`config.mk`:
```
export PLATFORM = sky130hd
export DESIGN_NAME = conv_mem_arbiter
export DESIGN_NICKNAME = d
export VERILOG_FILES = /design/src/design/conv_pkg.sv /design/src/design/conv_mem_arbiter.sv
export SDC_FILE = /design/constraint.sdc
export NUM_CORES = 1
export LEC_CHECK = 0
export BUFFER_PORTS_ARGS = -buffer_cell sky130_fd_sc_hd__buf_2
export CORE_ASPECT_RATIO = 1.2
export CORE_UTILIZATION = 28
export DETAILED_ROUTE_END_ITERATION = 6
export PLACE_DENSITY = 0.94
export SYNTH_ARGS = -nofsm -noshare
export SYNTH_HDL_FRONTEND = slang
export SYNTH_SLANG_ARGS = --single-unit
export TNS_END_PERCENT = 50
```
`constraint.sdc`:
```
create_clock -name clk -period 4 [get_ports clk]
set_clock_uncertainty 0.05 [all_clocks]
set_input_delay 0.8 -clock clk [delete_from_list [all_inputs] [get_ports clk]]
set_output_delay 0.8 -clock clk [all_outputs]
set_load 0.1 [all_outputs]
```
`src/design/conv_pkg.sv`:
```
package conv_pkg;

    typedef logic signed [15:0] data_t;  // Pixel, weight and bias word
    typedef logic signed [31:0] acc_t;
    typedef logic [7:0]         addr_t;  // The buffer holds 256 words

    typedef struct packed {
        addr_t addr;
        data_t wdata;
    } host_cmd_t;

    typedef struct packed {
        logic  we;
        addr_t addr;
        data_t wdata;
    } mem_req_t;

    typedef struct packed {
        logic [7:0] filter;
        logic [7:0] row;
        logic [7:0] col;
        data_t      value;
    } out_pix_t;

    localparam addr_t IFM_BASE  = 8'd0;   // Input map in row-major order
    localparam addr_t WGT_BASE  = 8'd64;  // Filter by filter, each one row-major
    localparam addr_t BIAS_BASE = 8'd96;  // One word per filter

    typedef enum logic [2:0] {
        IDLE,
        ISSUE,
        WAIT_GNT,
        ACCUM,
        BIAS,
        EMIT,
        WAIT_ACK,
        DONE
    } seq_state_t;

endpackage

```
`src/design/conv_mem_arbiter.sv`:
```
`timescale 1ns/10ps

module conv_mem_arbiter
    import conv_pkg::*;
(
    input  logic     clk,
    input  logic     arst_n,
    input  logic     host_mreq_valid,
    input  mem_req_t host_mreq,
    output logic     host_gnt,
    input  logic     seq_mreq_valid,
    input  mem_req_t seq_mreq,
    output logic     seq_gnt,
    output logic     mem_en,
    output mem_req_t mem_req
);

    logic last_seq;  // Set when the sequencer held the last grant

    always_comb begin
        host_gnt = 1'b0;
        seq_gnt  = 1'b0;
        if (host_mreq_valid && seq_mreq_valid) begin
            host_gnt = last_seq;   // The peer granted last loses
            seq_gnt  = !last_seq;
        end else begin
            host_gnt = host_mreq_valid;
            seq_gnt  = seq_mreq_valid;
        end
    end

    assign mem_en  = host_gnt || seq_gnt;
    assign mem_req = seq_gnt ? seq_mreq : host_mreq;

    always_ff @(posedge clk or negedge arst_n) begin
        if (!arst_n) begin
            last_seq <= 1'b0;
        end else if (mem_en) begin
            last_seq <= seq_gnt;
        end
    end

    a_one_grant: assert property (@(posedge clk) disable iff (!arst_n)
        !(host_gnt && seq_gnt))
        else $error("both peers granted in one cycle");

    // Both peers hold their request, so a loser always wins the next cycle
    a_no_starve: assert property (@(posedge clk) disable iff (!arst_n)
        (host_mreq_valid && !host_gnt) || (seq_mreq_valid && !seq_gnt)
        |=> host_gnt != seq_gnt && host_gnt != $past(host_gnt))
        else $error("waiting peer not granted in the following cycle");

endmodule

```
# Yosys cells after proc, flatten, opt, wreduce, memory -nomap -nowiden
# Cells that the tools add are included.
[word_totals] out_inout_bits=28 word_cells=7 register_bits=1 in_bits=54
[op_classes] n_reduce_logical=3 n_mux=3
[ops] op="2-to-1 mux 25 bit" count=1
[ops] op="2-to-1 mux 1 bit" count=2
[ops] op="logical AND 1 bit" count=1
[ops] op="logical NOT 1 bit" count=1
[ops] op="logical OR 1 bit" count=1

# Logic depth before layout (Yosys ltp)
[logic_depth] word_depth=3 depth_mapped=3 mapped_depth_nobuf=2

# Worst setup path before layout
# Ideal clock, no wire load.
[synth_path] path_kind="input-to-output" from="input port host_mreq_valid" to="output port host_gnt" path_slack_ns=0.161 required_time_ns=3.150 t_arrival_ns=2.989 path_stages=1 path_buffers=0 path_cell_list="a21boi_0"
[synth_between] elab_chain_cells=2
[synth_lines] item="start, declared" line_no="conv_mem_arbiter.sv:8" rtl="input logic host_mreq_valid,"
[synth_lines] item="logical AND 1 bit" line_no="conv_mem_arbiter.sv:23" rtl="if (host_mreq_valid && seq_mreq_valid) begin"
[synth_lines] item="2-to-1 mux 1 bit (*)" line_no="conv_mem_arbiter.sv:23"
[synth_lines] item="end, declared" line_no="conv_mem_arbiter.sv:10" rtl="output logic host_gnt,"
# Every way passes the cells marked *; elsewhere a longest branch is shown, timed or not.

==> qor.json <==
{
  "floorplan": {
    "num_rows": 15,
    "ioPinCount": 82,
    "die_width_um": 39.12,
    "floorplan.initialDensity_pct": 31.22,
    "die_h_um": 46.54,
    "dieArea_sq_mm": 0.001821,
    "floorplan.core_area_sq_mm": 0.001483
  },
  "place": {
    "globalplace.congestion": 0.7923,
    "detailed_place_hpwl_um": 1297,
    "placed_cells_incl_taps": 131,
    "dp_slack_ns": 1.009,
    "placement.io_buffers": 81
  },
  "worst_setup_path": {
    "sort_of_element_at_the_start_of_the_critical_path": "input port",
    "crit_fanout": 26,
    "worst_ep_arrival_time_ns": 2.14,
    "timing.critical_path.required_ns": 3.15,
    "cp-end-kind": "primary output",
    "path_class": "input port to primary output"
  },
  "clock_network": {
    "cts_repair_resize_count": 0,
    "hold_buffers": 0,
    "worstSkewPairLatency_ns": 0,
    "clk_pin_slew_worst_paths_ns": 0,
    "post-cts-setup-buffers": 0
  },
  "worst_hold_path": {
    "holdCritPathClass": "flop to flop"
  },
  "cells_and_area": {
    "largest-register": "last_seq",
    "num-nets-final": 170,
    "final_layout_size_suffix_gt1_share_pct": 95.61,
    "final.fill_count": 132,
    "final_cell_mix": "sky130_fd_sc_hd__buf_2 (81), sky130_fd_sc_hd__mux2_4 (19), sky130_fd_sc_hd__mux2_2 (6)",
    "multiInputGateArea_sq_um": 394.1,
    "syn2layout_area_growth_pct": 85.14,
    "layout_top_registers": "last_seq x1",
    "stdcell_count": 131,
    "largest_register_ffs": 1,
    "layout.cells.most_common": "sky130_fd_sc_hd__buf_2",
    "regArea_sq_um": 25.02,
    "diode_insertion_count_for_antenna_repair": 0
  },
  "timing": {
    "final_setup_slack_of_the_worst_path_ns": 1.010,
    "post-route-period-util_pct": 74.76,
    "finalHoldViolations": 0,
    "setup_total_negative_slack_ns": 0,
    "max_slew_violation_count": 0,
    "timing.slew.headroom_pct": 67.35,
    "finalWorstPathRequiredPeriod_ns": 2.990,
    "pin_slew_with_the_least_headroom_to_its_limit_ns": 0.4932,
    "max_freq_ghz": 0.3344,
    "rsz_0062_raised_after_global_routing": "false",
    "setup_violations": 0
  },
  "route": {
    "detailed_route_via_count": 562,
    "routed_wirelength_um": 1419,
    "drt_first_pass_iters": 4,
    "drc_errors": 0,
    "post_drt_via_cell_ratio": 4.290,
    "antenna_left": 0,
    "route.detailed.wl_per_inst_um": 10.83,
    "number_of_violations_reported_at_the_end_of_detailed_routing_iteration_0": 2
  },
  "synthesis": {
    "ys_warn_count": 0,
    "synth-xor-area-share_pct": 0,
    "postSynthRegisterBits": 1,
    "yosys.area_share.adder_pct": 0,
    "syn_area_per_cell_sq_um": 13.62,
    "postSynthCellCount": 34,
    "main_combinational_cell_family_by_area_after_synthesis": "multiplexers",
    "synthesis.area_sq_um": 462.9,
    "muxShareOfSynthArea_pct": 76.22,
    "syn-num-nets": 88,
    "ys_seq_area_share_pct": 5.405,
    "post_synth_simple_gate_area_pct": 2.162,
    "synth_compound_area_share_pct": 6.757,
    "synth_cell_types": 10
  },
  "power_and_ir_drop": {
    "p_leak_nw": 0.5287,
    "power_density_mw_per_mm2": 368.8,
    "ir_worst_vdd_mv": 0.1928,
    "power.total_mw": 0.3161
  },
  "global_route": {
    "grt_pass1_vias": 494,
    "pin_count_of_the_biggest_net_entering_global_routing": 27,
    "grt_first_pass_wirelength_um": 1787,
    "gr-total-overflow": 0,
    "global_route.usage.total_pct": 13.44,
    "grt_antenna_before_repair": 0
  },
  "status": {
    "outcome": "finished clean"
  },
  "run": {
    "cap_violations": 0
  }
}
worst max-delay path, stage by stage:
cell and delay (ns):
sky130_fd_sc_hd__buf_2 0.13, sky130_fd_sc_hd__a21boi_4 0.14, sky130_fd_sc_hd__buf_4 0.38, sky130_fd_sc_hd__mux2_2 0.39
sky130_fd_sc_hd__buf_2 0.29
metrics by stage:
step / util [%] / area (sq um) / hold slack [ns]
after floorplan: - / 462.9 / 0.4544
after global placement: 57.81 / 857.1 / 0.4737
after detailed placement: 57.81 / 857.1 / 0.4941
after CTS: 57.81 / 857.1 / 0.4936
after global routing: 57.81 / 857.1 / 0.5092
final: 57.81 / 857.1 / 0.4953
cells by family (layout without fill, tap and decap cells):
logic type             after synthesis  after routing
muxes                               25             25
and+or+nand+nor                      2              2
AOI/OAI and AO/OA                    3              3
buffers and inverters                3             83
DFF                                  1              1
report_power, final:
group,internal (mW),switching (mW),leakage (nW)
registers,0.0118,0.00235,0.0113
logic,0.0736,0.228,0.517
clock network,0,0,0
worst paths after layout:
check	from	endpoint	slack (ns)	cells after the start
max in group asynchronous	arst_n	last_seq	3.29	1
hold / removal	last_seq	last_seq	0.50	1
setup reg to reg	last_seq	last_seq	3.24	2
hold reg to reg	last_seq	last_seq	0.50	1
min in group asynchronous	arst_n	last_seq	0.52	1
setup / recovery	host_mreq_valid	mem_req[4]	1.01	5
area by class of cell:
cell class / count / area share, %
sequential: 1 / 2.920
multi-input combinational: 30 / 45.99
timing repair buffer: 82 / 48.18
inverter: 1 / 0.4380
tap: 17 / 2.482
synthesized netlist by cell type, drive strengths merged:
master | count | share of area (%)
or2 | 1 | 1.4
inv | 1 | 0.81
dfrtp | 1 | 5.4
nor2 | 1 | 0.81
a21boi | 2 | 5.7
buf | 2 | 8.6
mux2 | 25 | 76
a21oi | 1 | 1.1
per-layer routing:
| metal | global-route usage, % | part of all wire (%) |
|---|---|---|
| met1 | 12.10 | 33 |
| met2 | 32.00 | 59 |
| met3 | 0 | 8.5 |
| met4 | 0 | 0 |
| met5 | 0 | 0 |
Note: power is estimated with default switching activity, not from simulation.
