## src/design/conv_pkg.sv

```systemverilog
package conv_pkg;

    typedef logic signed [15:0] data_t;  // Pixel, weight and bias word
    typedef logic signed [31:0] acc_t;
    typedef logic [7:0]         addr_t;  // The buffer holds 256 words

    typedef struct packed {
        addr_t addr;
        data_t wdata;
    } host_cmd_t;

    typedef struct packed {
        logic  we;
        addr_t addr;
        data_t wdata;
    } mem_req_t;

    typedef struct packed {
        logic [7:0] filter;
        logic [7:0] row;
        logic [7:0] col;
        data_t      value;
    } out_pix_t;

    localparam addr_t IFM_BASE  = 8'd0;   // Input map in row-major order
    localparam addr_t WGT_BASE  = 8'd64;  // Filter by filter, each one row-major
    localparam addr_t BIAS_BASE = 8'd96;  // One word per filter

    typedef enum logic [2:0] {
        IDLE,
        ISSUE,
        WAIT_GNT,
        ACCUM,
        BIAS,
        EMIT,
        WAIT_ACK,
        DONE
    } seq_state_t;

endpackage

```

## src/design/conv_buffer_mem.sv

```systemverilog
`timescale 1ns/10ps

module conv_buffer_mem
    import conv_pkg::*;
(
    input  logic     clk,
    input  logic     mem_en,
    input  mem_req_t mem_req,
    output data_t    rdata
);

    data_t mem [256];

    always_ff @(posedge clk) begin
        if (mem_en) begin
            if (mem_req.we) begin
                mem[mem_req.addr] <= mem_req.wdata;
            end else begin
                rdata <= mem[mem_req.addr];  // Data is seen by the reader one cycle later
            end
        end
    end

    // The address travels from either peer through the arbiter mux
    a_addr_known: assert property (@(posedge clk)
        mem_en |-> !$isunknown(mem_req.addr))
        else $error("buffer access with unknown address");

endmodule

```

## config.mk

```make
export PLATFORM = sky130hd
export DESIGN_NAME = conv_buffer_mem
export DESIGN_NICKNAME = d
export VERILOG_FILES = /design/src/design/conv_pkg.sv /design/src/design/conv_buffer_mem.sv
export SDC_FILE = /design/constraint.sdc
export NUM_CORES = 2
export LEC_CHECK = 0
export CORE_MARGIN = 10
export CORE_UTILIZATION = 40
export DETAILED_ROUTE_END_ITERATION = 7
export DONT_BUFFER_PORTS = 1
export PLACE_DENSITY = 0.55
export SLEW_MARGIN = 20
export SYNTH_ARGS = -nofsm -noshare
export SYNTH_HDL_FRONTEND = slang
export SYNTH_SLANG_ARGS = --single-unit
```

## constraint.sdc

```tcl
create_clock -name clk -period 2.9 [get_ports clk]
set_input_delay 0.58 -clock clk [delete_from_list [all_inputs] [get_ports clk]]
set_output_delay 0.58 -clock clk [all_outputs]
set_load 0.01 [all_outputs]
```

# Word-level counts from Yosys, hierarchy flattened
# Memory sizes are Yosys's and may differ from the RTL's. A register that Yosys moved wholly into a read port is not among the register bits.
# Cells that the tools add are included.
# word_totals
memories	1
ram_bits	4096
regBits	0
# memory_table
name	words	width	read_ports	rd_clocked_by_memory_dff	wr	line_no	rtl
mem	256	16	1	1	1	conv_buffer_mem.sv:12	data_t mem [256];
# op_classes
bitwise	1
muxes	3
n_reduce_logical	1
# ops
cell	count
1-bit two-way mux	3
2-bit AND reduction	1
1-bit NOT	1

# Logic depth before layout (Yosys ltp)
# depth
word_depth	3
mapped_depth	8
ltp_nobuf	5

# Worst setup path before layout
# No wires, ideal clock.
# synth_path
path_kind	input to register
from	input mem_req[17] in the netlist's numbering
to	memory mem[114][0] in the netlist's numbering (enable)
cell_stages	7
t_arrival_ps	2774
setup_time_ps	388
n_path_buf	4
setup_slack_ps	-262
required_time_ps	2512
cell_sequence	clkbuf_1 buf_2 buf_2 nor3b_1 nand2_1 clkbuf_1 nor2_1
# synth_lines
element	line_no	rtl
start: declaration	conv_buffer_mem.sv:8	input mem_req_t mem_req,
end: declaration	conv_buffer_mem.sv:12	
# No word-level cell before the write port.

==> load_flow_metrics.sql <==
INSERT INTO impl_metrics (metric_group, metric, value, unit) VALUES
('outcome', 'status', 'complete, but fails checks', ''),
('outcome', 'failed_checks', 'hold timing, setup timing', ''),
('clocking', 'insertion_delay', '980', 'ps'),
('layout', 'synthToLayoutAreaGrowth', '20.2', '%'),
('pwr', 'power.static_leakage', '58.1', 'nW'),
('sta', 'max_freq', '0.335', 'GHz'),
('floorplanning', 'core_area', '386000', 'um^2'),
('global_routing', 'antenna_found_initial', '13', ''),
('clocking', 'cts_root_buf', 'sky130_fd_sc_hd__clkbuf_16', ''),
('place', 'gpl.final_weighted_congestion', '0.793', ''),
('synth', 'ys_dominant_reg_cell', 'sky130_fd_sc_hd__edfxtp_1', ''),
('detailed_routing', 'routed-via-count', '76800', ''),
('detailed_routing', 'drt-total-wl', '443000', 'um'),
('worst_hold_path', 'hold_path.class', 'primary input to register', ''),
('floorplanning', 'design.portCount', '43', ''),
('clocking', 'cts-root-to-sink-buffers', '4', ''),
('sta', 'worst_slack', '-83.6', 'ps'),
('place', 'dp.final_hpwl', '239000', 'um'),
('synth', 'synthesis.instances', '6705', ''),
('setup_path', 'worst-setup-path-type', 'primary input to register', ''),
('sta', 'timing.hold.ws', '-265', 'ps'),
('sta', 'finalHoldViolations', '340', ''),
('synth', 'area_leader_netlist', 'sky130_fd_sc_hd__edfxtp_1', ''),
('clocking', 'clock_slew_seen_by_the_registers_of_the_worst_setup_and_hold_paths', '60', 'ps'),
('floorplanning', 'placement_rows', '228', ''),
('sta', 'layout_skew', '37.6', 'ps'),
('synth', 'synth.top_cell.area_share', '79.5', '%'),
('clocking', 'numCtsBuffers', '423', ''),
('synth', 'yosysUniqueCellTypes', '20', ''),
('setup_path', 'start_kind', 'primary input', ''),
('layout', 'final_net_count', '7669', ''),
('detailed_routing', 'drt.antenna.violating_nets', '0', ''),
('sta', 'max_slew.worst_pin.slew', '1490', 'ps'),
('synth', 'yosys_warnings', '0', ''),
('layout', 'layout.cells.most_common_list', 'sky130_fd_sc_hd__edfxtp_1, sky130_fd_sc_hd__mux4_2, sky130_fd_sc_hd__buf_4', ''),
('sta', 'timing_max_transition_violations_final', '0', ''),
('detailed_routing', 'drc', '0', ''),
('setup_path', 'critPathCaptureType', 'register', ''),
('synth', 'syn_area_per_cell', '23.2', 'um^2'),
('place', 'buffer_ports.inserted', '0', ''),
('setup_path', 'worst-endpoint-required', '3590', 'ps'),
('global_routing', 'grt.busiest_layer', 'met2', ''),
('sta', 'finalWorstPathRequiredPeriod', '2980', 'ps'),
('layout', 'mostFrequentLayoutCell', 'sky130_fd_sc_hd__edfxtp_1', ''),
('global_routing', 'globalRouteMet2Util', '32.8', '%'),
('setup_path', 'worstPathArrival', '3670', 'ps'),
('layout', 'fillerInstances', '31200', ''),
('detailed_routing', 'wl_per_cell', '33.6', 'um'),
('global_routing', 'grt_first_pass_wirelength', '616000', 'um'),
('floorplanning', 'dieArea', '413000', 'um^2'),
('sta', 'setup_viol', '11', ''),
('global_routing', 'groute.layer.met1.usage', '30.0', '%'),
('global_routing', 'first_global_vias', '77100', ''),
('synth', 'syn_area', '155000', 'um^2'),
('synth', 'cells_taking_the_most_area_after_synthesis', 'sky130_fd_sc_hd__edfxtp_1, sky130_fd_sc_hd__mux4_2, sky130_fd_sc_hd__a22oi_1', ''),
('sta', 'period_share', '103', '%'),
('place', 'dp_worst_setup_slack', '-3620', 'ps'),
('synth', 'asyncSetResetFlopFracSynth', '0', '%'),
('global_routing', 'global_route.usage.met3', '3.57', '%'),
('floorplanning', 'initial_utilization', '40.2', '%'),
('synth', 'synth.net_count', '6732', ''),
('setup_path', 'timing.critical_path.fanout_max', '107', ''),
('clocking', 'clock_tree.htree_level_count', '5', ''),
('layout', 'postLayoutCellArea', '187000', 'um^2'),
('detailed_routing', 'detail_route.iter0.violations', '9084', ''),
('job', 'drv_cap', '0', ''),
('sta', 'max-slew-margin-rel', '0.430', '%'),
('synth', 'synth_sequential_area_ratio', '79.5', '%'),
('floorplanning', 'die_width', '643', 'um'),
('floorplanning', 'fp.dieH', '643', 'um'),
('sta', 'rsz0062_at_grt', 'yes', '');
## Yosys cell counts (4+ instances only)
cell type	instances
sky130_fd_sc_hd__a21oi_1	256
sky130_fd_sc_hd__a22oi_1	512
sky130_fd_sc_hd__buf_1	42
sky130_fd_sc_hd__buf_2	91
sky130_fd_sc_hd__buf_4	11
sky130_fd_sc_hd__clkbuf_1	268
sky130_fd_sc_hd__edfxtp_1	4112
sky130_fd_sc_hd__mux4_2	1024
sky130_fd_sc_hd__nand2_1	30
sky130_fd_sc_hd__nand3_1	4
sky130_fd_sc_hd__nand4_1	16
sky130_fd_sc_hd__nor2_1	259
sky130_fd_sc_hd__nor2b_1	7
sky130_fd_sc_hd__o41ai_1	64
## report_power, final
group / internal [mW] / leakage (nW) / total [mW] / switching (mW)
combinational: 2.50 / 14.6 / 6.02 / 3.52
clock: 30.5 / 6.55 / 53.2 / 22.8
sequential: 65.5 / 37.0 / 65.6 / 0.0843
## kinds of logic (layout without fill, tap and decap cells)
group	count (synthesis)	after routing	synth area share, %
DFF	4112	4112	79.5
muxes	1024	1024	14.9
AOI/OAI and AO/OA	832	832	3.66
buffers and inverters	412	1688	1.10
and+or+nand+nor	325	325	0.843
other	0	4	0
## final timing paths
path                             startpoint  slack [ps]  depth (start not counted)           to
worst max-delay path            mem_req[16]         -80                         13    rdata[11]
worst min-delay path             mem_req[0]        -270                          0  mem[228][0]
worst max register to register  mem[235][7]         100                          7     rdata[7]
worst min register to register  mem[86][15]         990                          5    rdata[15]
## per-stage QoR
step / std cells / TNS (ps) / total power, mW / utilization [%]
floorplan: 6705 / -305750 / 69.5 / -
global placement: 12300 / -2334780 / 71.6 / 44.1
detailed placement: 12300 / -546230 / 71.6 / 44.2
CTS: 13100 / 0 / 125 / 48.1
global route: 13200 / -116 / 128 / 48.3
finish: 13200 / -291 / 125 / 48.3
## layout make-up
cell class,count,area (um^2),share of cell area [%]
flip-flops and latches,4112,123000,66.2
multi-input cells,2181,31100,16.7
clock buffers,517,11000,5.91
clock inverters,247,2400,1.29
diodes,4,10.0,0.00536
repair buffers,924,12100,6.49
well taps,5175,6470,3.47
## sequential cells by signal, indices dropped and copies added, names as in the netlist
signal	flops
rdata	16
mem	4096
## per-layer routing
metal | routed length [um] | share of wire (%) | vias to the layer above
met3 | 34900 | 7.9 | 553
met2 | 211000 | 48 | 3260
met1 | 184000 | 42 | 42000
met4 | 12300 | 2.8 | 4
li1 | - | - | 30900
met5 | 29 | 0.0066 | -
## critical path, cell delays in order
cell	delay (ps)
sky130_fd_sc_hd__buf_16	190
sky130_fd_sc_hd__buf_16	150
sky130_fd_sc_hd__buf_16	170
sky130_fd_sc_hd__buf_16	160
sky130_fd_sc_hd__buf_12	160
sky130_fd_sc_hd__buf_16	180
sky130_fd_sc_hd__buf_12	150
sky130_fd_sc_hd__mux4_2	540
sky130_fd_sc_hd__a22oi_1	190
sky130_fd_sc_hd__a21oi_1	230
sky130_fd_sc_hd__o41ai_2	370
sky130_fd_sc_hd__buf_4	260
sky130_fd_sc_hd__nand4_1	110
## what timing repair did
item,CTS,global route
resized for setup,38,19
endpoints found under the setup margin,16,16
hold endpoints to repair,2733,1016
gates cloned,26,6
setup buffers,18,34
hold buffers,26,10
pin swaps,4,4
(Power assumes the default switching activity.)
