**config.mk**
```make
export PLATFORM = sky130hd
export DESIGN_NAME = conv_sequencer
export DESIGN_NICKNAME = d
export VERILOG_FILES = /design/src/design/conv_pkg.sv /design/src/design/conv_sequencer.sv
export SDC_FILE = /design/constraint.sdc
export NUM_CORES = 1
export LEC_CHECK = 0
export ABC_AREA = 1
export BUFFER_PORTS_ARGS = -buffer_cell sky130_fd_sc_hd__buf_4
export CAP_MARGIN = 20
export CORE_ASPECT_RATIO = 0.5
export CORE_MARGIN = 3
export CORE_UTILIZATION = 50
export CTS_CLUSTER_SIZE = 25
export DETAILED_ROUTE_END_ITERATION = 6
export GPL_TIMING_DRIVEN = 0
export PLACE_DENSITY_LB_ADDON = 0.1
export SLEW_MARGIN = 20
export SYNTH_ARGS = -nofsm -noshare
export SYNTH_HDL_FRONTEND = slang
export SYNTH_SLANG_ARGS = --single-unit
```
**constraint.sdc**
```tcl
create_clock -name clk -period 8.9 [get_ports clk]
set_input_delay 1.78 -clock clk [delete_from_list [all_inputs] [get_ports clk]]
set_output_delay 1.78 -clock clk [all_outputs]
set_load 0.005 [all_outputs]
```
**src/design/conv_pkg.sv**
```systemverilog
package conv_pkg;

    typedef logic signed [15:0] data_t;  // Pixel, weight and bias word
    typedef logic signed [31:0] acc_t;
    typedef logic [7:0]         addr_t;  // The buffer holds 256 words

    typedef struct packed {
        addr_t addr;
        data_t wdata;
    } host_cmd_t;

    typedef struct packed {
        logic  we;
        addr_t addr;
        data_t wdata;
    } mem_req_t;

    typedef struct packed {
        logic [7:0] filter;
        logic [7:0] row;
        logic [7:0] col;
        data_t      value;
    } out_pix_t;

    localparam addr_t IFM_BASE  = 8'd0;   // Input map in row-major order
    localparam addr_t WGT_BASE  = 8'd64;  // Filter by filter, each one row-major
    localparam addr_t BIAS_BASE = 8'd96;  // One word per filter

    typedef enum logic [2:0] {
        IDLE,
        ISSUE,
        WAIT_GNT,
        ACCUM,
        BIAS,
        EMIT,
        WAIT_ACK,
        DONE
    } seq_state_t;

endpackage

```
**src/design/conv_sequencer.sv**
```systemverilog
`timescale 1ns/10ps

module conv_sequencer
    import conv_pkg::*;
#(
    parameter int IFM_SIZE    = 8,
    parameter int KERNEL_SIZE = 3,
    parameter int NUM_FILTERS = 2
) (
    input  logic     clk,
    input  logic     arst_n,
    input  logic     run_req,
    output logic     run_ack,
    output logic     out_req,
    output out_pix_t out_pix,
    input  logic     out_ack,
    output logic     mreq_valid,
    output mem_req_t mreq,
    input  logic     gnt,
    input  data_t    rdata,
    output logic     clear,
    output logic     tap_valid,
    output logic     finish,
    output data_t    mac_pixel,
    output data_t    mac_weight,
    output data_t    mac_bias,
    input  data_t    result
);

    localparam logic [7:0] OUT_LAST = 8'(IFM_SIZE - KERNEL_SIZE);
    localparam logic [7:0] K_LAST   = 8'(KERNEL_SIZE - 1);
    localparam logic [7:0] F_LAST   = 8'(NUM_FILTERS - 1);

    seq_state_t state;
    logic [7:0] filter;
    logic [7:0] row;
    logic [7:0] col;
    logic [7:0] kx;
    logic [7:0] ky;
    logic       taps_done;  // Weight read of the last tap has been granted
    logic       ifm_pend;
    logic       wgt_pend;
    logic       bias_pend;
    data_t      pix_q;
    addr_t      ifm_addr;
    addr_t      wgt_addr;
    addr_t      bias_addr;
    logic       rd_ifm;
    logic       rd_wgt;
    logic       rd_bias;
    logic       last_pix;
    logic       emit_now;

    assign ifm_addr  = addr_t'(IFM_BASE + (row + ky) * IFM_SIZE + col + kx);
    assign wgt_addr  = addr_t'(WGT_BASE + (filter * KERNEL_SIZE + ky) * KERNEL_SIZE + kx);
    assign bias_addr = addr_t'(BIAS_BASE + filter);

    // ACCUM already asks for the next tap or the bias while the weight is summed
    assign rd_ifm  = (state == ISSUE) || (state == ACCUM && !taps_done);
    assign rd_wgt  = (state == WAIT_GNT);
    assign rd_bias = (state == BIAS) || (state == ACCUM && taps_done);

    assign mreq_valid = rd_ifm || rd_wgt || rd_bias;
    assign mreq = '{we: 1'b0,
                    addr: rd_wgt ? wgt_addr : (rd_bias ? bias_addr : ifm_addr),
                    wdata: '0};

    assign last_pix = (filter == F_LAST) && (row == OUT_LAST) && (col == OUT_LAST);
    assign emit_now = (state == EMIT) && !bias_pend && !out_ack;  // Result lags finish by one

    assign clear      = (state == IDLE && run_req) || (state == WAIT_ACK && out_ack);
    assign tap_valid  = wgt_pend;
    assign finish     = bias_pend;
    assign mac_pixel  = pix_q;
    assign mac_weight = rdata;
    assign mac_bias   = rdata;
    assign run_ack    = (state == DONE);

    always_ff @(posedge clk or negedge arst_n) begin
        if (!arst_n) begin
            ifm_pend  <= 1'b0;
            wgt_pend  <= 1'b0;
            bias_pend <= 1'b0;
        end else begin
            ifm_pend  <= gnt && rd_ifm;
            wgt_pend  <= gnt && rd_wgt;
            bias_pend <= gnt && rd_bias;
        end
    end

    always_ff @(posedge clk) begin
        if (ifm_pend) pix_q <= rdata;  // Held until the matching weight arrives
        if (emit_now) out_pix <= '{filter: filter, row: row, col: col, value: result};
    end

    always_ff @(posedge clk or negedge arst_n) begin
        if (!arst_n) begin
            state     <= IDLE;
            filter    <= '0;
            row       <= '0;
            col       <= '0;
            kx        <= '0;
            ky        <= '0;
            taps_done <= 1'b0;
            out_req   <= 1'b0;
        end else begin
            case (state)
                IDLE: begin
                    if (run_req) begin
                        filter <= '0;
                        row    <= '0;
                        col    <= '0;
                        state  <= ISSUE;
                    end
                end
                ISSUE: begin
                    if (gnt) state <= WAIT_GNT;
                end
                WAIT_GNT: begin
                    if (gnt) begin
                        state <= ACCUM;
                        if (kx == K_LAST) begin
                            kx <= '0;
                            if (ky == K_LAST) begin
                                ky        <= '0;
                                taps_done <= 1'b1;
                            end else begin
                                ky <= ky + 8'd1;
                            end
                        end else begin
                            kx <= kx + 8'd1;
                        end
                    end
                end
                ACCUM: begin
                    if (taps_done) begin
                        state <= gnt ? EMIT : BIAS;
                    end else begin
                        state <= gnt ? WAIT_GNT : ISSUE;
                    end
                end
                BIAS: begin
                    if (gnt) state <= EMIT;
                end
                EMIT: begin
                    if (emit_now) begin
                        out_req <= 1'b1;
                        state   <= WAIT_ACK;
                    end
                end
                WAIT_ACK: begin
                    if (out_ack) begin
                        out_req   <= 1'b0;
                        taps_done <= 1'b0;
                        state     <= last_pix ? DONE : ISSUE;
                        if (col == OUT_LAST) begin
                            col <= '0;
                            if (row == OUT_LAST) begin
                                row    <= '0;
                                filter <= filter + 8'd1;
                            end else begin
                                row <= row + 8'd1;
                            end
                        end else begin
                            col <= col + 8'd1;
                        end
                    end
                end
                DONE: begin
                    if (!run_req) state <= IDLE;
                end
                default: state <= IDLE;
            endcase
        end
    end

    initial begin
        assert (int'(IFM_BASE) + IFM_SIZE * IFM_SIZE <= int'(WGT_BASE)
                && int'(WGT_BASE) + NUM_FILTERS * KERNEL_SIZE * KERNEL_SIZE <= int'(BIAS_BASE)
                && int'(BIAS_BASE) + NUM_FILTERS <= 256)
            else $fatal(1, "buffer regions overlap for these layer sizes");
    end

    a_pix_stable: assert property (@(posedge clk) disable iff (!arst_n)
        out_req ##1 out_req |-> $stable(out_pix))
        else $error("out_pix changed while out_req was high");

endmodule

```
; Word-level counts from Yosys, hierarchy flattened
; Index checks and enable logic that the tools add are counted.
[totals]
word_cells = 119
output_inout_bits = 119
register_bits = 104
input_bits = 37
[op_classes]
addsub = 12
n_eq_ne = 23
n_reduce_logical = 31
n_mul = 2
muxes = 35
[ops]
columns = operator, n
row1 = 8-bit two-way mux, 13
row2 = 8-bit one-hot mux with 2 select lines, 3
row3 = 8-bit by 1-bit adder with 8-bit output (second input constant), 5
row4 = 3-bit two-way mux, 9
row5 = 8-bit adder, 3
row6 = 3-bit one-hot mux with 8 select lines, 1
row7 = 2-bit inequality test (second input constant), 9
row8 = 7-bit by 8-bit adder with 8-bit output (first input constant), 2
row9 = 8-bit by 2-bit equality test with 1-bit output (second input constant), 2
row10 = 8-bit by 3-bit equality test with 1-bit output (second input constant), 2
row11 = 3-bit equality test (second input constant), 4
row12 = 10-bit by 8-bit adder with 11-bit output, 1
row13 = 1-bit logical AND, 11
row14 = 11-bit by 2-bit multiplier with 8-bit output (second input constant), 1
row15 = 8-bit by 2-bit multiplier with 10-bit output (second input constant), 1
row16 = 5-bit AND reduction, 2
row17 = 3-bit AND reduction, 3
row18 = 8-bit by 1-bit equality test with 1-bit output (second input constant), 1
row19 = 7-bit AND reduction, 1
row20 = 3-bit by 2-bit equality test with 1-bit output (second input constant), 2
row21 = 1-bit two-way mux, 6
row22 = 2-bit nonzero test, 3
row23 = 5-bit adder, 1
row24 = 1-bit logical OR, 5
row25 = 8 further kinds, 12

; Longest topological paths before layout
[logic_depth]
word_depth = 6
mapped_depth = 25

; Least setup slack after synthesis
; OpenSTA, ideal clock, no wires.
[synth_path]
kind = reg2out
from = register filter[0]
to = output mreq[23] (netlist bit)
stages_incl_launch_ff = 25
path_slack_ns = 3.199
arrival_ns = 3.921
required_time_ns = 7.120
cell_sequence = dfrtp_1 > inv_1 > fa_1 > inv_1 > ha_1 > fa_1 > inv_1 > nor2_1 > nor2_1 > xor2_1 > ha_1 > fa_1 > inv_1 > ha_1 > nand2_1 > inv_1 > nand2_1 > nand3_1 > inv_1 > nand2_1 > nand2_1 > inv_1 > nand2_1 > nand3_1 > nand2_1
[synth_rtl]
columns = item, line
row1 = "start, declared", conv_sequencer.sv:35  ; logic [7:0] filter;
row2 = "start signal, assigned", conv_sequencer.sv:160  ; filter <= filter + 8'd1;
row3 = "end, declared", conv_sequencer.sv:18  ; output mem_req_t mreq,

==> flow_summary.json <==
{
  "status": "finished clean",
  "hold_buffers": 0,
  "vias_per_cell": 4.96,
  "yosysTopAreaCell": "edfxtp_1",
  "max_stage_delay_ns": 0.58,
  "die-area_sq_um": 14700,
  "crit_fanout": 10,
  "syn_avg_cell_area_sq_um": 9.80,
  "synth.top_cell.area_share_pct": 25.4,
  "numCtsBuffers": 9,
  "synth_top_flop_cell": "edfxtp_1",
  "ctsResizeCount": 0,
  "cp-end-kind": "output pin",
  "drt-total-wl_microns": 15500,
  "hold_viol": 0,
  "p_leak_uw": 0.00406,
  "crit_path_top_delay_cell": "dfrtp_1",
  "combPwrFrac_pct": 50.4,
  "worst_setup_path_start_kind": "register",
  "gr-usage-all-layers_pct": 21.4,
  "worstMarginPinSlew_ns": 0.670,
  "drive_above_1_share_pct": 29.1,
  "first_iter_violations": 262,
  "max_freq_ghz": 0.150,
  "yosys-top-cells-count": "nand2_1 (118), inv_1 (93), edfxtp_1 (56)",
  "holdCritPathClass": "register to register",
  "grt_max_degree": 49,
  "core-area_sq_um": 12300,
  "syn2layout_area_growth_pct": 24.7,
  "final.setup_skew_ns": 0.0106,
  "yosys-top-cells-area": "edfxtp_1 (25%), dfrtp_1 (18%), ha_1 (9.8%)",
  "maxCapViolCount": 0,
  "drc": 0,
  "yosysWarnings": 0,
  "switching_share_pct": 40.8,
  "path_class": "register to output pin",
  "grt_pass1_vias": 4749,
  "rows": 28,
  "die_w_microns": 169,
  "insertion_delay_ns": 0.35,
  "powerDensity_nw_per_um2": 250,
  "fin_nets": 950,
  "drv_slew": 0,
  "htree_levels": 3,
  "timing.final.crit_share_pct": 74.8,
  "ys_seq_area_share_pct": 43.6,
  "initial_utilization_pct": 53.6,
  "setup_viol": 0,
  "period_needed_ns": 6.66,
  "antenna_cells": 0,
  "worstPathRequired_ns": 7.12,
  "ys_async_sr_fraction_pct": 46.2,
  "dp_hpwl_microns": 12300,
  "p_seq_share_pct": 30.8,
  "vias": 5018,
  "io_pins": 156,
  "cts_tree": "yes",
  "die_y_microns": 87.3,
  "gr-total-overflow": 0,
  "clk_path_buf_depth": 2,
  "critPathTopFamily": "adder cells",
  "maxSlewHeadroom_pct": 55.3,
  "synth.distinct_cells": 50,
  "path_clk_slew_ns": 0.07,
  "rsz0062_at_grt": "false",
  "ir_worst_vdd_uv": 223,
  "root_buffer": "clkbuf_16",
  "antenna_left": 0,
  "cts.sinks": 104,
  "synthCells": 674,
  "internal_power_uw": 1220,
  "port_buffers": 138,
  "ys_ff_latch": 104,
  "avgRoutedWirePerCell_microns": 15.4,
  "synth.most_common_cell": "nand2_1",
  "synth_edf_count": 56,
  "p_switching_uw": 842,
  "synth_area_sq_um": 6610,
  "crit_top_cell": "inv_1",
  "p_clk_share_pct": 18.8,
  "cp.buffers_inverters": 8,
  "holdWs_ns": 0.455,
  "antenna_found_initial": 0,
  "first_pass_iters": 5,
  "postCtsSetupBuffers": 0,
  "grt_pass1_wl_microns": 24700,
  "arrival_ns": 4.88,
  "gp_routability_congestion": 0.892,
  "fillers": 992,
  "fin_setup_tns_ns": 0
}
==> cells by family after synthesis <==
| group | share of synthesized area, % |
|---|---|
| DFF | 43.6 |
| and+or+nand+nor | 17.7 |
| xor gates and xnor gates | 3.71 |
| other | 0.0568 |
| muxes | 0.151 |
| buffers and inverters | 11.9 |
| adders and majority gates | 15.9 |
| AOI/OAI and AO/OA | 6.93 |
==> metrics by stage <==
step | power, uW | cell area (sq um) | setup slack (ns) | utilization (%) | std cells
finish | 2060 | 8240 | 2.24 | 66.8 | 1011
global route | 2230 | 8240 | 1.90 | 66.8 | 1011
CTS | 2070 | 8240 | 2.24 | 66.8 | 1011
detailed placement | 1670 | 7950 | 2.65 | 64.4 | 995
global placement | 1650 | 7910 | 2.67 | 64.1 | 993
floorplan | 1300 | 6670 | 3.20 | - | 690
==> flip-flops by register name (all words and copies together) (netlist names) <==
signal,flops
ifm_pend,1
mac_pixel,16
out_req,1
taps_done,1
filter,8
kx,8
tap_valid,1
row,8
state,3
col,8
out_pix,40
ky,8
finish,1
==> final timing paths <==
path	to	slack [ns]	depth (start not counted)	start
worst max-delay path	mreq[23]	2.24	25	filter[0]
worst min-delay path	out_pix[31]	0.45	0	row[7]
worst max register to register	out_pix[31]	6.75	5	state[1]
worst min register to register	out_pix[31]	0.45	0	row[7]
max in group asynchronous	state[1]	6.98	1	arst_n
min in group asynchronous	kx[5]	1.47	1	arst_n
==> power groups by stage <==
stage	Sequential (uW)	Clock, uW	Combinational (uW)
final	635	387	1040
after global routing	644	414	1180
after CTS	635	393	1040
after detailed placement	645	0	1030
after global placement	644	0	1010
after floorplan	634	0	662
==> placed cells by master (no fill, tap or decap), types with 2 or more instances in the layout <==
cell       instances
nand3_1           35
ha_1              52
a31oi_1            4
nor3_4             2
nand2_2            4
xnor2_1           10
buf_4            189
edfxtp_1          56
nor3_2             2
buf_8              2
nor2_1            39
o21ai_1            3
nand2_4            2
a21oi_1           32
conb_1            17
clkbuf_16          9
nand3_4            2
nand2_1          118
clkinv_4           2
nor3_1             7
nor2_2             3
fa_1              20
dfrtp_1           48
o22ai_1            8
inv_2              5
o21ai_2            7
xor2_1            18
inv_6              3
o21ai_0           14
nor2_8             2
nand4_1           14
inv_1             93
==> metal layers <==
layer / routed length, microns / track usage (%)
met1: 7370 / 30.1
met2: 7100 / 35.4
met3: 980 / 4.49
met4: 85 / 3.12
met5: 0 / 0
==> final cells by class <==
type / instances / area [sq um] / area share [%]
Tap cell: 165 / 206 / 2.51
Buffer: 53 / 408 / 4.95
Clock inverter: 6 / 62.6 / 0.759
Sequential cell: 104 / 2880 / 35.0
Timing Repair Buffer: 140 / 1070 / 12.9
Multi-Input combinational cell: 433 / 3000 / 36.5
Inverter: 100 / 380 / 4.62
Clock buffer: 10 / 229 / 2.78
Power figures use the tool's default switching activity.
