**config.mk**
```make
export PLATFORM = sky130hd
export DESIGN_NAME = conv_mac_unit
export DESIGN_NICKNAME = d
export VERILOG_FILES = /design/src/design/conv_pkg.sv /design/src/design/conv_mac_unit.sv
export SDC_FILE = /design/constraint.sdc
export NUM_CORES = 1
export LEC_CHECK = 0
export BUFFER_PORTS_ARGS = -buffer_cell sky130_fd_sc_hd__buf_2
export CAP_MARGIN = 20
export CORE_MARGIN = 2
export CORE_UTILIZATION = 25
export CTS_CLUSTER_SIZE = 20
export DETAILED_ROUTE_END_ITERATION = 10
export PLACE_DENSITY = 0.45
export SETUP_SLACK_MARGIN = 0.2
export SYNTH_ARGS = -nofsm -noshare
export SYNTH_HDL_FRONTEND = slang
export SYNTH_SLANG_ARGS = --single-unit
```
**constraint.sdc**
```tcl
create_clock -name clk -period 14.9 [get_ports clk]
set_input_delay 1.49 -clock clk [delete_from_list [all_inputs] [get_ports clk]]
set_output_delay 1.49 -clock clk [all_outputs]
set_load 0.03 [all_outputs]
```
**src/design/conv_pkg.sv**
```systemverilog
package conv_pkg;

    typedef logic signed [15:0] data_t;  // Pixel, weight and bias word
    typedef logic signed [31:0] acc_t;
    typedef logic [7:0]         addr_t;  // The buffer holds 256 words

    typedef struct packed {
        addr_t addr;
        data_t wdata;
    } host_cmd_t;

    typedef struct packed {
        logic  we;
        addr_t addr;
        data_t wdata;
    } mem_req_t;

    typedef struct packed {
        logic [7:0] filter;
        logic [7:0] row;
        logic [7:0] col;
        data_t      value;
    } out_pix_t;

    localparam addr_t IFM_BASE  = 8'd0;   // Input map in row-major order
    localparam addr_t WGT_BASE  = 8'd64;  // Filter by filter, each one row-major
    localparam addr_t BIAS_BASE = 8'd96;  // One word per filter

    typedef enum logic [2:0] {
        IDLE,
        ISSUE,
        WAIT_GNT,
        ACCUM,
        BIAS,
        EMIT,
        WAIT_ACK,
        DONE
    } seq_state_t;

endpackage

```
**src/design/conv_mac_unit.sv**
```systemverilog
`timescale 1ns/10ps

module conv_mac_unit
    import conv_pkg::*;
(
    input  logic  clk,
    input  logic  arst_n,
    input  logic  clear,
    input  logic  tap_valid,
    input  data_t pixel,
    input  data_t weight,
    input  logic  finish,
    input  data_t bias,
    output data_t result
);

    localparam acc_t SAT_MAX = 32'sd32767;

    acc_t acc;
    acc_t biased;

    assign biased = acc + acc_t'(bias);

    always_ff @(posedge clk or negedge arst_n) begin
        if (!arst_n) begin
            acc <= '0;
        end else if (clear) begin
            acc <= '0;
        end else if (tap_valid) begin
            acc <= acc + acc_t'(pixel) * acc_t'(weight);
        end
    end

    always_ff @(posedge clk) begin
        if (finish) begin
            if (biased < 0) begin
                result <= '0;  // ReLU
            end else if (biased > SAT_MAX) begin
                result <= 16'sh7fff;
            end else begin
                result <= data_t'(biased);
            end
        end
    end

endmodule

```
# Yosys cells after proc, flatten, opt, wreduce, memory -nomap -nowiden
# Index checks and enable logic that the tools add are counted.
dict set report classes {
  addsub 2
  multipliers 1
  n_lt_le_gt_ge 2
  muxes 3
  reduce_logical 2
}
# cell n
set op_table {}
lappend op_table {{$mux W32} 2}
lappend op_table {{$add A32 B16 Y32} 1}
lappend op_table {{$add A32 B32 Y32} 1}
lappend op_table {{$gt A32 B16 Y1 const B} 1}
lappend op_table {{$lt A32 B1 Y1 const B} 1}
lappend op_table {{$mul A16 B16 Y32} 1}
lappend op_table {{$mux W15} 1}
lappend op_table {{$reduce_bool A2 Y1} 1}
lappend op_table {{$reduce_or A2 Y1} 1}
dict set report word_totals {
  reg_bits 48
  inputBits 53
  out_inout_bits 16
  elab_cells 13
}

# Logic depth before layout (Yosys ltp)
# Gate-level depths: netlist of the first run.
dict set report logic_depth {
  depth_word 4
  ltp_mapped 24
  mapped_depth_nobuf 23
}

# Worst setup path before layout of the first run
# OpenSTA, ideal clock, no wires.
dict set report synth_path {
  path_kind {input-to-reg}
  from {input port weight[1]}
  to {register acc[31]}
  setup_time_ns 0.121
  t_arrival_ns 7.167
  required_time_ns 14.779
  setup_slack_ns 7.612
  stages 23
  n_path_buf 1
  path_cell_list {clkbuf_1 nand2_1 inv_1 fa_1 inv_1 fa_1 inv_1 fa_1 fa_1 fa_1 inv_1 fa_1 inv_1 ha_1 a21o_1 a21o_1 a21oi_1 o31ai_1 a21oi_1 o211ai_1 a31o_2 xnor2_1 a22o_1}
}
dict set report synth_via {
  elab_chain_len 4
}
# element line
set synth_lines {}
lappend synth_lines {{start, declared} conv_mac_unit.sv:11} ;# input data_t weight,
lappend synth_lines {{$mul A16 B16 Y32} conv_mac_unit.sv:30} ;# acc <= acc + acc_t'(pixel) * acc_t'(weight);
lappend synth_lines {{$add A32 B32 Y32} conv_mac_unit.sv:30}
lappend synth_lines {{$mux W32} conv_mac_unit.sv:29} ;# end else if (tap_valid) begin
lappend synth_lines {{$mux W32} conv_mac_unit.sv:27} ;# end else if (clear) begin
lappend synth_lines {{end signal, assigned} conv_mac_unit.sv:30}
lappend synth_lines {{end, declared} conv_mac_unit.sv:19} ;# acc_t acc;
# Every way passes these cells. The select of a mux whose other input is x is not followed.
# A chain may end at the register's enable or synchronous reset.

# Worst setup path in the final report of the first run
dict set report layout_path {
  from {input port pixel[15]}
  to {register acc[31]}
}
dict set report layout_via {
  elab_chain_len 4
}
# element line
set layout_lines {}
lappend layout_lines {{start, declared} conv_mac_unit.sv:10} ;# input data_t pixel,
lappend layout_lines {{$mul A16 B16 Y32} conv_mac_unit.sv:30}
lappend layout_lines {{$add A32 B32 Y32} conv_mac_unit.sv:30}
lappend layout_lines {{$mux W32} conv_mac_unit.sv:29}
lappend layout_lines {{$mux W32} conv_mac_unit.sv:27}
# Every way passes these cells. The select of a mux whose other input is x is not followed.

==> out/qor.csv, run 1 <==
stage,metric,value,unit
run_status,outcome,"complete, no violations",
grt,grt_remaining_overflow,0,
worst_hold_path,worst_hold_startpoint,acc[24],
grt,first_global_vias,11554,
synth,synth.cell_area,14600,µm²
synth,mappedNetlistNets,2076,
worst_setup_path,critical-path-max-stage-delay,0.73,ns
synth,cell_taking_the_most_area_after_synthesis,fa_1,
timing,worst_hold_margin,0.576,ns
grt,globalRouteMet2Util,23.8,%
grt,grt_start_max_net_pins,34,
clocking,cts.clk_slew.worst_paths,0.07,ns
floorplan,io_pins,69,
worst_setup_path,worst-endpoint-arrival,7.78,ns
timing,finalCriticalPeriod,7.59,ns
worst_setup_path,cp_max_fo,16,
timing,final.setup.tns,0,ns
floorplan,initial_cell_density_of_the_core,25.3,%
drt,vias,10707,
synth,number_of_synthesized_flops_with_an_enable_pin,16,
clocking,clk_latency,0.31,ns
worst_setup_path,worst-path-buf-inv,6,
timing,timing.slew.headroom,44.5,%
drt,routed_wirelength,37000,µm
grt,global_route.usage.met3,1.50,%
worst_setup_path,worstReg2RegStart,acc[8],
cells_and_area,multiInputGateArea,11800,µm²
cells_and_area,syn2layout_area_growth,8.85,%
worst_setup_path,rrSetupSlack,9.27,ns
clocking,cts.hold.buffers_added,0,
synth,postSynthRegisterBits,48,
drt,drt_first_pass_iters,5,
drt,drc_violations_left,0,
synth,synth_top_area_share,40.1,%
worst_setup_path,nature_of_the_critical_path_startpoint,input port,
synth,syn_avg_cell_area,9.13,µm²
timing,hold_violations,0,
worst_setup_path,path_delay_family,adder cells,
clocking,postCtsSetupRepairBufs,0,
worst_setup_path,timing.rr.end,acc[30],
worst_setup_path,worst_r2r_path_depth,17,
place,gp_congestion,0.786,
cells_and_area,layout.nets,2104,
timing,max_slew_violations,0,
place,detailed_place.area,15700,µm²
floorplan,die_width,246,µm
synth,async_reset_ff_share,66.7,%
floorplan,num_rows,88,
cells_and_area,post-route-cell-area,15900,µm²
timing,max_slew.worst_pin.slew,0.830,ns
worst_setup_path,worst_path_max_delay_cell,fa_1,
cells_and_area,fill_cells,6305,
drt,wirelength_per_cell,15.4,µm
cells_and_area,fraction_of_layout_cells_with_a_size_suffix_above_1,5.83,%
grt,grt_first_pass_wirelength,62000,µm
clocking,cts_inserted_buffers,5,
timing,setup_skew,0.00461,ns
floorplan,design.die.area,60400,µm²
grt,globalRoute.busiestLayer,met2,
cells_and_area,final-seq-area,1280,µm²
drt,routed_via_density,4.47,
worst_setup_path,setup.worst_path.end_class,flop,
worst_hold_path,min-delay-path-class,flop to flop,
drt,final_antenna_net_count,0,
worst_hold_path,holdPathEnd,acc[24],
synth,yosysUniqueCellTypes,66,
floorplan,die_height,246,µm
worst_hold_path,hold_path_depth,1,
worst_setup_path,crit_type,input port to flop,
clocking,clock_path_buffers,2,
clocking,root_buffer,clkbuf_16,
clocking,cts.sink_count,48,
run,max_cap_viols,0,
cells_and_area,layoutNonFillerInstCount,2395,
worst_setup_path,worst_ep_required_time,15.10,ns
clocking,cts_max_level,2,
floorplan,floorplan.core_area,57700,µm²
synth,synthesis.instances,1601,
timing,finalSetupViolCount,0,
drt,drt-initial-drc-count,411,
clocking,cts_resized,0,
grt,grtUsageMet1,16.4,%
synth,ys.warnings.count,0,
clocking,tritoncts,built,
timing,maxClockFrequency,0.132,GHz
worst_setup_path,worstPathCellList,buf_2 > nand2_1 > inv_1 > fa_1 > inv_1 > fa_1 > inv_1 > fa_1 > fa_1 > fa_1 > inv_1 > fa_1 > inv_1 > ha_1 > a21o_1 > a21o_1 > a21oi_1 > o31ai_1 > a21oi_1 > o211ai_1 > a31o_2 > xnor2_1 > a22o_1,
grt,grt_antenna_before_repair,3,
synth,synth-main-ff-cell,dfrtp_1,
place,dpl.cell_count,2386,
worst_setup_path,crit_top_cell,fa_1,
place,number_of_i_o_port_buffers,68,
grt,grtUsageTotal,12.9,%
timing,grt_setup_unrepaired,no,
timing,period_share,50.9,%
synth,ys_seq_area_share,8.77,%
synth,ys_top_cells_by_area,"fa_1 40%, ha_1 11%, inv_1 9.1%",
place,dp_hpwl,32400,µm
cells_and_area,n_antenna_cell,0,
logic make-up (layout without fill, tap and decap cells):
kind of cell    after synthesis  count (layout)  synth area share [%]
fa+ha+maj                   422             422                  51.2
simple gates                421             421                  14.3
other cells                   1               1                0.0257
compound gates              225             225                  10.2
buf+inv                     404             433                  10.5
mux                          24              24                  1.64
flops                        48              48                  8.77
xor+xnor                     56              56                  3.36
metal layers:
| layer | up-vias | wire length (µm) |
|---|---|---|
| met3 | 30 | 950 |
| met1 | 5481 | 15700 |
| met5 | - | 26 |
| met2 | 134 | 19800 |
| li1 | 5058 | - |
| met4 | 4 | 476 |
synthesized netlist by cell type (3+ instances only):
cell,instances
inv_1,354
fa_1,293
nand2_1,150
ha_1,129
and2_1,125
nor2_1,71
a21oi_1,61
clkbuf_1,39
xnor2_1,39
o21ai_0,36
dfrtp_1,32
mux2i_1,24
a31oi_1,22
a21o_1,20
xor2_1,17
edfxtp_1,16
nand2b_1,13
nor3_1,13
a211oi_1,12
nand3_1,12
o211ai_1,12
a211o_1,6
o21bai_1,6
o31ai_1,6
and3_1,5
nand3b_1,5
nand4_1,5
o21a_1,5
or2_2,5
a22o_1,4
buf_1,4
buf_2,4
o21ai_1,4
a22oi_1,3
a41oi_1,3
o211a_1,3
o311ai_0,3
or3_1,3
state kept, by name, indices dropped and copies added, names as in the netlist:
register and flops:
result 16, acc 32
layout by cell type (no fill, tap or decap), types with 4 or more instances in the layout:
cell and n:
inv_1 354, fa_1 293, nand2_1 150, ha_1 129, and2_1 125, nor2_1 71, buf_2 68, a21oi_1 61
xnor2_1 39, o21ai_0 36, dfrtp_1 32, mux2i_1 24, a31oi_1 22, a21o_1 20, xor2_1 17, edfxtp_1 16
nand2b_1 13, nor3_1 13, a211oi_1 12, o211ai_1 12, nand3_1 12, a211o_1 6, o31ai_1 6, o21bai_1 6
o21a_1 5, and3_1 5, nand4_1 5, nand3b_1 5, or2_2 5, clkbuf_16 5, o21ai_1 4, a22o_1 4
layout make-up:
class	instances	area share (%)
timing repair buffer	71	2.32
multi-input combinational	1149	74.2
inverter	354	8.35
clock buffer	5	0.787
tap	765	6.02
clock inverter	3	0.299
sequential	48	8.05
how the worst max path moves through the flow:
stage,from,end,cells past startpoint
final,pixel[15],acc[31],23
after global routing,pixel[15],acc[29],23
after CTS,weight[1],acc[29],23
after detailed placement,weight[1],acc[29],23
after global placement,weight[1],acc[29],23
after floorplan,weight[1],acc[31],23
through the flow:
| stage | utilization [%] | setup slack (ns) |
|---|---|---|
| detailed placement | 27.2 | 7.01 |
| global route | 27.6 | 6.95 |
| finish | 27.6 | 7.31 |
| CTS | 27.5 | 7.32 |
| global placement | 27.2 | 7.14 |
| floorplan | - | 7.61 |
Power of run 1 is not shown: default switching activity piles up to over one toggle a cycle in this logic, so the estimate is an artifact.
==> run 2: changes to the inputs <==
- clock period: 14.9 -> 7 ns (I/O delays scaled with it)
==> out/qor.csv, run 2 (synthesized netlist as in run 1, its figures left out) <==
stage,metric,value,unit,change
worst_setup_path,nature_of_the_critical_path_startpoint,input port,,unchanged
worst_setup_path,setup.worst_path.end_class,flop,,unchanged
worst_setup_path,worst_r2r_path_depth,17,,unchanged
worst_setup_path,timing.rr.end,acc[30],,unchanged
drt,drt_first_pass_iters,4,,was 5
timing,max_slew.worst_pin.slew,0.836,ns,was 0.830 ns
cells_and_area,layout.nets,2117,,was 2104
cells_and_area,most_frequent_cells_in_the_layout,"354 x inv_1, 293 x fa_1, 150 x nand2_1, 129 x ha_1, 125 x and2_1",,unchanged
grt,grt_remaining_overflow,0,,unchanged
drt,routed_wirelength,37100,µm,was 37000 µm
timing,hold_violations,0,,unchanged
cells_and_area,regMostFlops,acc,,unchanged
clocking,cts_resized,0,,unchanged
clocking,postCtsSetupRepairBufs,0,,unchanged
place,number_of_i_o_port_buffers,68,,unchanged
drt,drt-initial-drc-count,503,,was 411
place,dp_hpwl,32600,µm,was 32400 µm
timing,finalCriticalPeriod,6.48,ns,
clocking,cts.clk_slew.worst_paths,0.07,ns,about the same
timing,period_share,92.6,%,
floorplan,die_width,246,µm,unchanged
floorplan,initial_cell_density_of_the_core,25.3,%,unchanged
clocking,root_buffer,clkbuf_16,,unchanged
run,max_cap_viols,0,,unchanged
worst_setup_path,cp_max_fo,16,,unchanged
timing,worst_hold_margin,0.446,ns,was 0.576 ns
clocking,cts_inserted_buffers,5,,unchanged
timing,max_slew_violations,0,,unchanged
drt,drc_violations_left,0,,unchanged
place,gp_congestion,0.772,,was 0.786
drt,final_antenna_net_count,0,,unchanged
timing,finalSetupViolCount,0,,unchanged
worst_setup_path,cp.depth,24,,was 23
cells_and_area,n_antenna_cell,0,,unchanged
timing,setup_skew,0.00679,ns,was 0.00461 ns
cells_and_area,fraction_of_layout_cells_with_a_size_suffix_above_1,6.63,%,was 5.83%
worst_setup_path,worstReg2RegStart,acc[9],,was acc[8]
clocking,clock_path_buffers,2,,unchanged
grt,grt_start_max_net_pins,34,,unchanged
timing,final.setup.tns,0,ns,unchanged
timing,grt_setup_unrepaired,yes,,was no
clocking,clk_latency,0.31,ns,about the same
worst_setup_path,path_delay_family,adder cells,,unchanged
drt,vias,10873,,was 10.7k
grt,grt_first_pass_wirelength,61800,µm,was 62000 µm
timing,maxClockFrequency,0.154,GHz,
grt,first_global_vias,11704,,was 11.6k
worst_setup_path,worst_path_max_delay_cell,fa_1,,unchanged
timing,timing.slew.headroom,44.1,%,was 44.5%
worst_hold_path,min-delay-path-class,input port to asynchronous set/reset pin,,was flop to flop
floorplan,die_height,246,µm,unchanged
worst_setup_path,crit_type,input port to flop,,unchanged
cells_and_area,largest_register_ff_count,32,,unchanged
worst_setup_path,worst-endpoint-arrival,6.67,ns,was 7.78 ns
worst_setup_path,rrSetupSlack,1.51,ns,was 9.27 ns
grt,grtUsageTotal,12.8,%,was 12.9%
floorplan,floorplan.core_area,57700,µm²,unchanged
clocking,cts.hold.buffers_added,0,,unchanged
cells_and_area,reg.largest.list,"acc x32, result x16",,unchanged
worst_setup_path,critical-path-max-stage-delay,0.50,ns,was 0.73 ns
clocking,cts_max_level,2,,unchanged
floorplan,num_rows,88,,unchanged
clocking,tritoncts,built,,unchanged
clocking,cts.sink_count,48,,unchanged
worst_setup_path,worst-path-buf-inv,7,,was 6
cells_and_area,mostFrequentLayoutCell,inv_1,,unchanged
worst_setup_path,worstPathCellList,buf_2 > nand2_1 > inv_1 > fa_1 > buf_4 > fa_1 > inv_1 > fa_1 > inv_1 > fa_1 > fa_1 > inv_1 > fa_1 > inv_1 > ha_1 > a21o_1 > a21o_1 > a21oi_1 > o31ai_1 > a21oi_2 > o211ai_1 > a31o_2 > xnor2_1 > a22o_1,,was buf_2 > nand2_1 > inv_1 > fa_1 > inv_1 > fa_1 > inv_1 > fa_1 > fa_1 > fa_1 > inv_1 > fa_1 > inv_1 > ha_1 > a21o_1 > a21o_1 > a21oi_1 > o31ai_1 > a21oi_1 > o211ai_1 > a31o_2 > xnor2_1 > a22o_1
floorplan,io_pins,69,,unchanged
drt,wirelength_per_cell,15.4,µm,about the same
run_status,outcome,"complete, no violations",,unchanged
worst_setup_path,crit_top_cell,fa_1,,unchanged
floorplan,design.die.area,60400,µm²,unchanged
worst_setup_path,worst_ep_required_time,7.20,ns,was 15.10 ns
grt,grt_antenna_before_repair,1,,was 3
drt,routed_via_density,4.52,,was 4.47
cells_and_area,syn2layout_area_growth,9.37,%,was 8.85%
## run 2: cell types whose count changed in the layout (fill, tap and decap cells not counted), sizes merged
| cell | before | now |
|---|---|---|
| buf | 70 | 84 |
| bufinv | 1 | 0 |
| clkbuf | 6 | 5 |
| clkinv | 2 | 1 |
| clkinvlp | 0 | 2 |
## run 2: how the worst max path moves through the flow
stage                   end  slack, ns      start
detailed placement  acc[29]       0.10  weight[1]
finish              acc[31]       0.52  weight[1]
CTS                 acc[29]       0.42  weight[1]
global placement    acc[29]       0.21  weight[1]
global route        acc[30]       0.19  weight[7]
floorplan           acc[31]       0.50  weight[1]
## run 2: cell type report
type	count	area [µm²]
fillers	6252	41700
multi-input cells	1149	11800
inverters	354	1330
flip-flops and latches	48	1280
well taps	765	957
repair buffers	84	464
clock buffers	5	125
clock inverters	3	23.8
## run 2: metal layers
metal	vias up	global-route usage (%)	wire length, µm
met1	5631	16.5	16000
met2	135	23.5	19800
met4	2	1.68	300
met3	21	1.42	997
li1	5084	-	-
met5	-	0	13
## run 2: stage by stage
stage / util (%) / cells / cell area (µm²) / setup slack (ns)
6_report: 27.7 / 2408 / 16000 / 0.521
5_1_grt: 27.7 / 2408 / 16000 / 0.193
4_1_cts: 27.7 / 2407 / 16000 / 0.422
3_3_place_gp: 27.4 / 2399 / 15800 / 0.209
2_1_floorplan: - / 1601 / 14600 / 0.502
3_5_place_dp: 27.4 / 2399 / 15800 / 0.103
Power of run 2 is left out for the same reason.
==> run 3: changes to the inputs <==
- CORE_UTILIZATION: 25 -> 65
- PLACE_DENSITY: 0.45 -> 0.9
==> out/qor.csv, run 3 (synthesized netlist as in run 1, its figures left out) <==
stage,metric,value,unit,change
clocking,cts.hold.buffers_added,0,,unchanged
grt,grt_antenna_before_repair,0,,was 1
cells_and_area,fraction_of_layout_cells_with_a_size_suffix_above_1,6.30,%,was 6.63%
timing,finalCriticalPeriod,6.55,ns,was 6.48 ns
drt,wirelength_per_cell,18.0,µm,was 15.4 µm
clocking,cts.sink_count,48,,unchanged
drt,vias,11487,,was 10.9k
cells_and_area,utilization,69.9,%,was 27.7%
drt,drt-initial-drc-count,885,,was 503
cells_and_area,reg.largest.list,"acc x32, result x16",,unchanged
floorplan,num_rows,54,,was 88
worst_setup_path,worst-path-buf-inv,6,,was 7
timing,max_slew.worst_pin.slew,0.855,ns,was 0.836 ns
worst_setup_path,worst-endpoint-arrival,6.73,ns,was 6.67 ns
worst_setup_path,nature_of_the_critical_path_startpoint,input port,,unchanged
drt,drc_violations_left,0,,unchanged
worst_setup_path,path_delay_family,adder cells,,unchanged
floorplan,design.die.area,23700,µm²,was 60400 µm²
worst_setup_path,worst_ep_required_time,7.18,ns,was 7.20 ns
place,gp_congestion,0.908,,was 0.772
cells_and_area,most_frequent_cells_in_the_layout,"353 x inv_1, 293 x fa_1, 150 x nand2_1, 129 x ha_1, 125 x and2_1",,"was 354 x inv_1, 293 x fa_1, 150 x nand2_1, 129 x ha_1, 125 x and2_1"
place,pre_cts_slack,0.0605,ns,was 0.103 ns
timing,timing.slew.headroom,42.8,%,was 44.1%
floorplan,initial_cell_density_of_the_core,66.6,%,was 25.3%
run_status,outcome,"complete, no violations",,unchanged
place,number_of_i_o_port_buffers,68,,unchanged
cells_and_area,syn2layout_area_growth,5.02,%,was 9.37%
cells_and_area,largest_register_ff_count,32,,unchanged
clocking,cts_max_level,2,,unchanged
worst_setup_path,setup.worst_path.end_class,flop,,unchanged
worst_setup_path,crit_type,input port to flop,,unchanged
grt,grt_remaining_overflow,0,,unchanged
drt,routed_wirelength,34400,µm,was 37100 µm
drt,drt_first_pass_iters,5,,was 4
cells_and_area,layout.nets,2109,,was 2117
worst_setup_path,worst_path_max_delay_cell,fa_1,,unchanged
cells_and_area,mostFrequentLayoutCell,inv_1,,unchanged
cells_and_area,regMostFlops,acc,,unchanged
clocking,cts.clk_slew.worst_paths,0.07,ns,about the same
timing,finalWorstSetupSlack,0.449,ns,was 0.521 ns
drt,final_antenna_net_count,0,,unchanged
worst_setup_path,worstReg2RegStart,acc[9],,unchanged
drt,routed_via_density,6.00,,was 4.52
clocking,clock_path_buffers,2,,unchanged
worst_setup_path,worst_r2r_path_depth,17,,unchanged
worst_setup_path,cp_max_fo,16,,unchanged
grt,first_global_vias,12522,,was 11.7k
grt,grt_start_max_net_pins,34,,unchanged
timing,max_slew_violations,0,,unchanged
worst_setup_path,critical-path-max-stage-delay,0.66,ns,was 0.50 ns
timing,worst_hold_margin,0.455,ns,was 0.446 ns
timing,period_share,93.6,%,was 92.6%
place,dp_hpwl,28700,µm,was 32600 µm
clocking,cts_inserted_buffers,5,,unchanged
timing,final.setup.tns,0,ns,unchanged
floorplan,die_width,154,µm,was 246 µm
floorplan,io_pins,69,,unchanged
timing,maxClockFrequency,0.153,GHz,was 0.154 GHz
grt,grtUsageTotal,30.3,%,was 12.8%
worst_hold_path,min-delay-path-class,input port to asynchronous set/reset pin,,unchanged
cells_and_area,n_antenna_cell,0,,unchanged
cells_and_area,final-seq-area,1280,µm²,unchanged
clocking,tritoncts,built,,unchanged
worst_setup_path,worstPathCellList,buf_2 > nand2_1 > inv_1 > fa_1 > inv_1 > fa_1 > clkinvlp_4 > fa_1 > fa_1 > fa_1 > inv_1 > fa_1 > inv_1 > ha_1 > a21o_1 > a21o_1 > a21oi_1 > o31ai_1 > a21oi_2 > o21ai_0 > o31ai_1 > xnor2_1 > a22o_1,,was buf_2 > nand2_1 > inv_1 > fa_1 > buf_4 > fa_1 > inv_1 > fa_1 > inv_1 > fa_1 > fa_1 > inv_1 > fa_1 > inv_1 > ha_1 > a21o_1 > a21o_1 > a21oi_1 > o31ai_1 > a21oi_2 > o211ai_1 > a31o_2 > xnor2_1 > a22o_1
cells_and_area,fill_cells,1567,,was 6252
floorplan,die_height,154,µm,was 246 µm
grt,grt_first_pass_wirelength,58200,µm,was 61800 µm
worst_setup_path,rrSetupSlack,1.42,ns,was 1.51 ns
clocking,root_buffer,clkbuf_16,,unchanged
worst_setup_path,crit_top_cell,fa_1,,unchanged
clocking,clk_latency,0.29,ns,was 0.31 ns
timing,hold_violations,0,,unchanged
timing,grt_setup_unrepaired,no,,was yes
timing,finalSetupViolCount,0,,unchanged
floorplan,floorplan.core_area,22000,µm²,was 57700 µm²
run,max_cap_viols,0,,unchanged
worst_setup_path,timing.rr.end,acc[28],,was acc[30]
timing,setup_skew,0.00813,ns,was 0.00679 ns
cells_and_area,multiInputGateArea,11800,µm²,about the same
-- run 3: cell types whose count changed in the layout (fill, tap and decap cells not counted) --
| cell | before | now |
|---|---|---|
| a41oi_1 | 3 | 2 |
| a41oi_2 | 0 | 1 |
| o21ai_0 | 35 | 34 |
| o31ai_2 | 0 | 1 |
| clkinvlp_4 | 2 | 1 |
| bufinv_16 | 0 | 1 |
| o21ai_1 | 5 | 6 |
| inv_1 | 354 | 353 |
| clkinv_1 | 0 | 1 |
| buf_4 | 15 | 8 |
| buf_6 | 1 | 0 |
| o31ai_1 | 6 | 5 |
-- run 3: final cells by class --
class	count	share of cell area, %
flip-flops and latches	48	8.35
well taps	280	2.28
multi-input cells	1149	77.0
repair buffers	76	2.61
clock inverters	3	0.277
inverters	354	8.68
clock buffers	5	0.815
-- run 3: worst register-to-register path, delay by kind of cell, from the launching register on --
kind | cells | cell delay (ns)
adder cells (fa/ha/maj) | 6 | 2.73
AO/OA/AOI/OAI | 7 | 1.99
flip-flops | 1 | 0.44
XOR/XNOR | 1 | 0.15
buffers and inverters | 2 | 0.10
AND/OR/NAND/NOR | 1 | 0.08
-- run 3: timing repair --
item | CTS | global route
buffers inserted | 0 | 3
resized for setup | 0 | 6
setup endpoints to repair | 0 | 6
-- run 3: metrics by stage --
step / cell area [µm²] / cells
after floorplan: 14600 / 1601
after global placement: 15100 / 1903
after detailed placement: 15100 / 1903
after CTS: 15300 / 1911
after global routing: 15300 / 1915
final: 15300 / 1915
-- run 3: worst max-delay path by stage --
stage          startpoint      end  slack [ns]  depth (start not counted)
2_1_floorplan   weight[1]  acc[31]        0.50                         23
5_1_grt         weight[1]  acc[29]        0.17                         23
3_5_place_dp    weight[1]  acc[29]        0.06                         23
6_report        weight[1]  acc[29]        0.45                         23
4_1_cts         weight[1]  acc[29]        0.36                         23
3_3_place_gp    weight[1]  acc[31]        0.33                         23
-- run 3: layer usage --
| metal | GRT usage [%] | wire [µm] |
|---|---|---|
| met1 | 36.0 | 12500 |
| met2 | 55.5 | 18300 |
| met3 | 3.41 | 1850 |
| met4 | 13.7 | 1720 |
| met5 | 0 | 0 |
Power of run 3 is left out for the same reason.
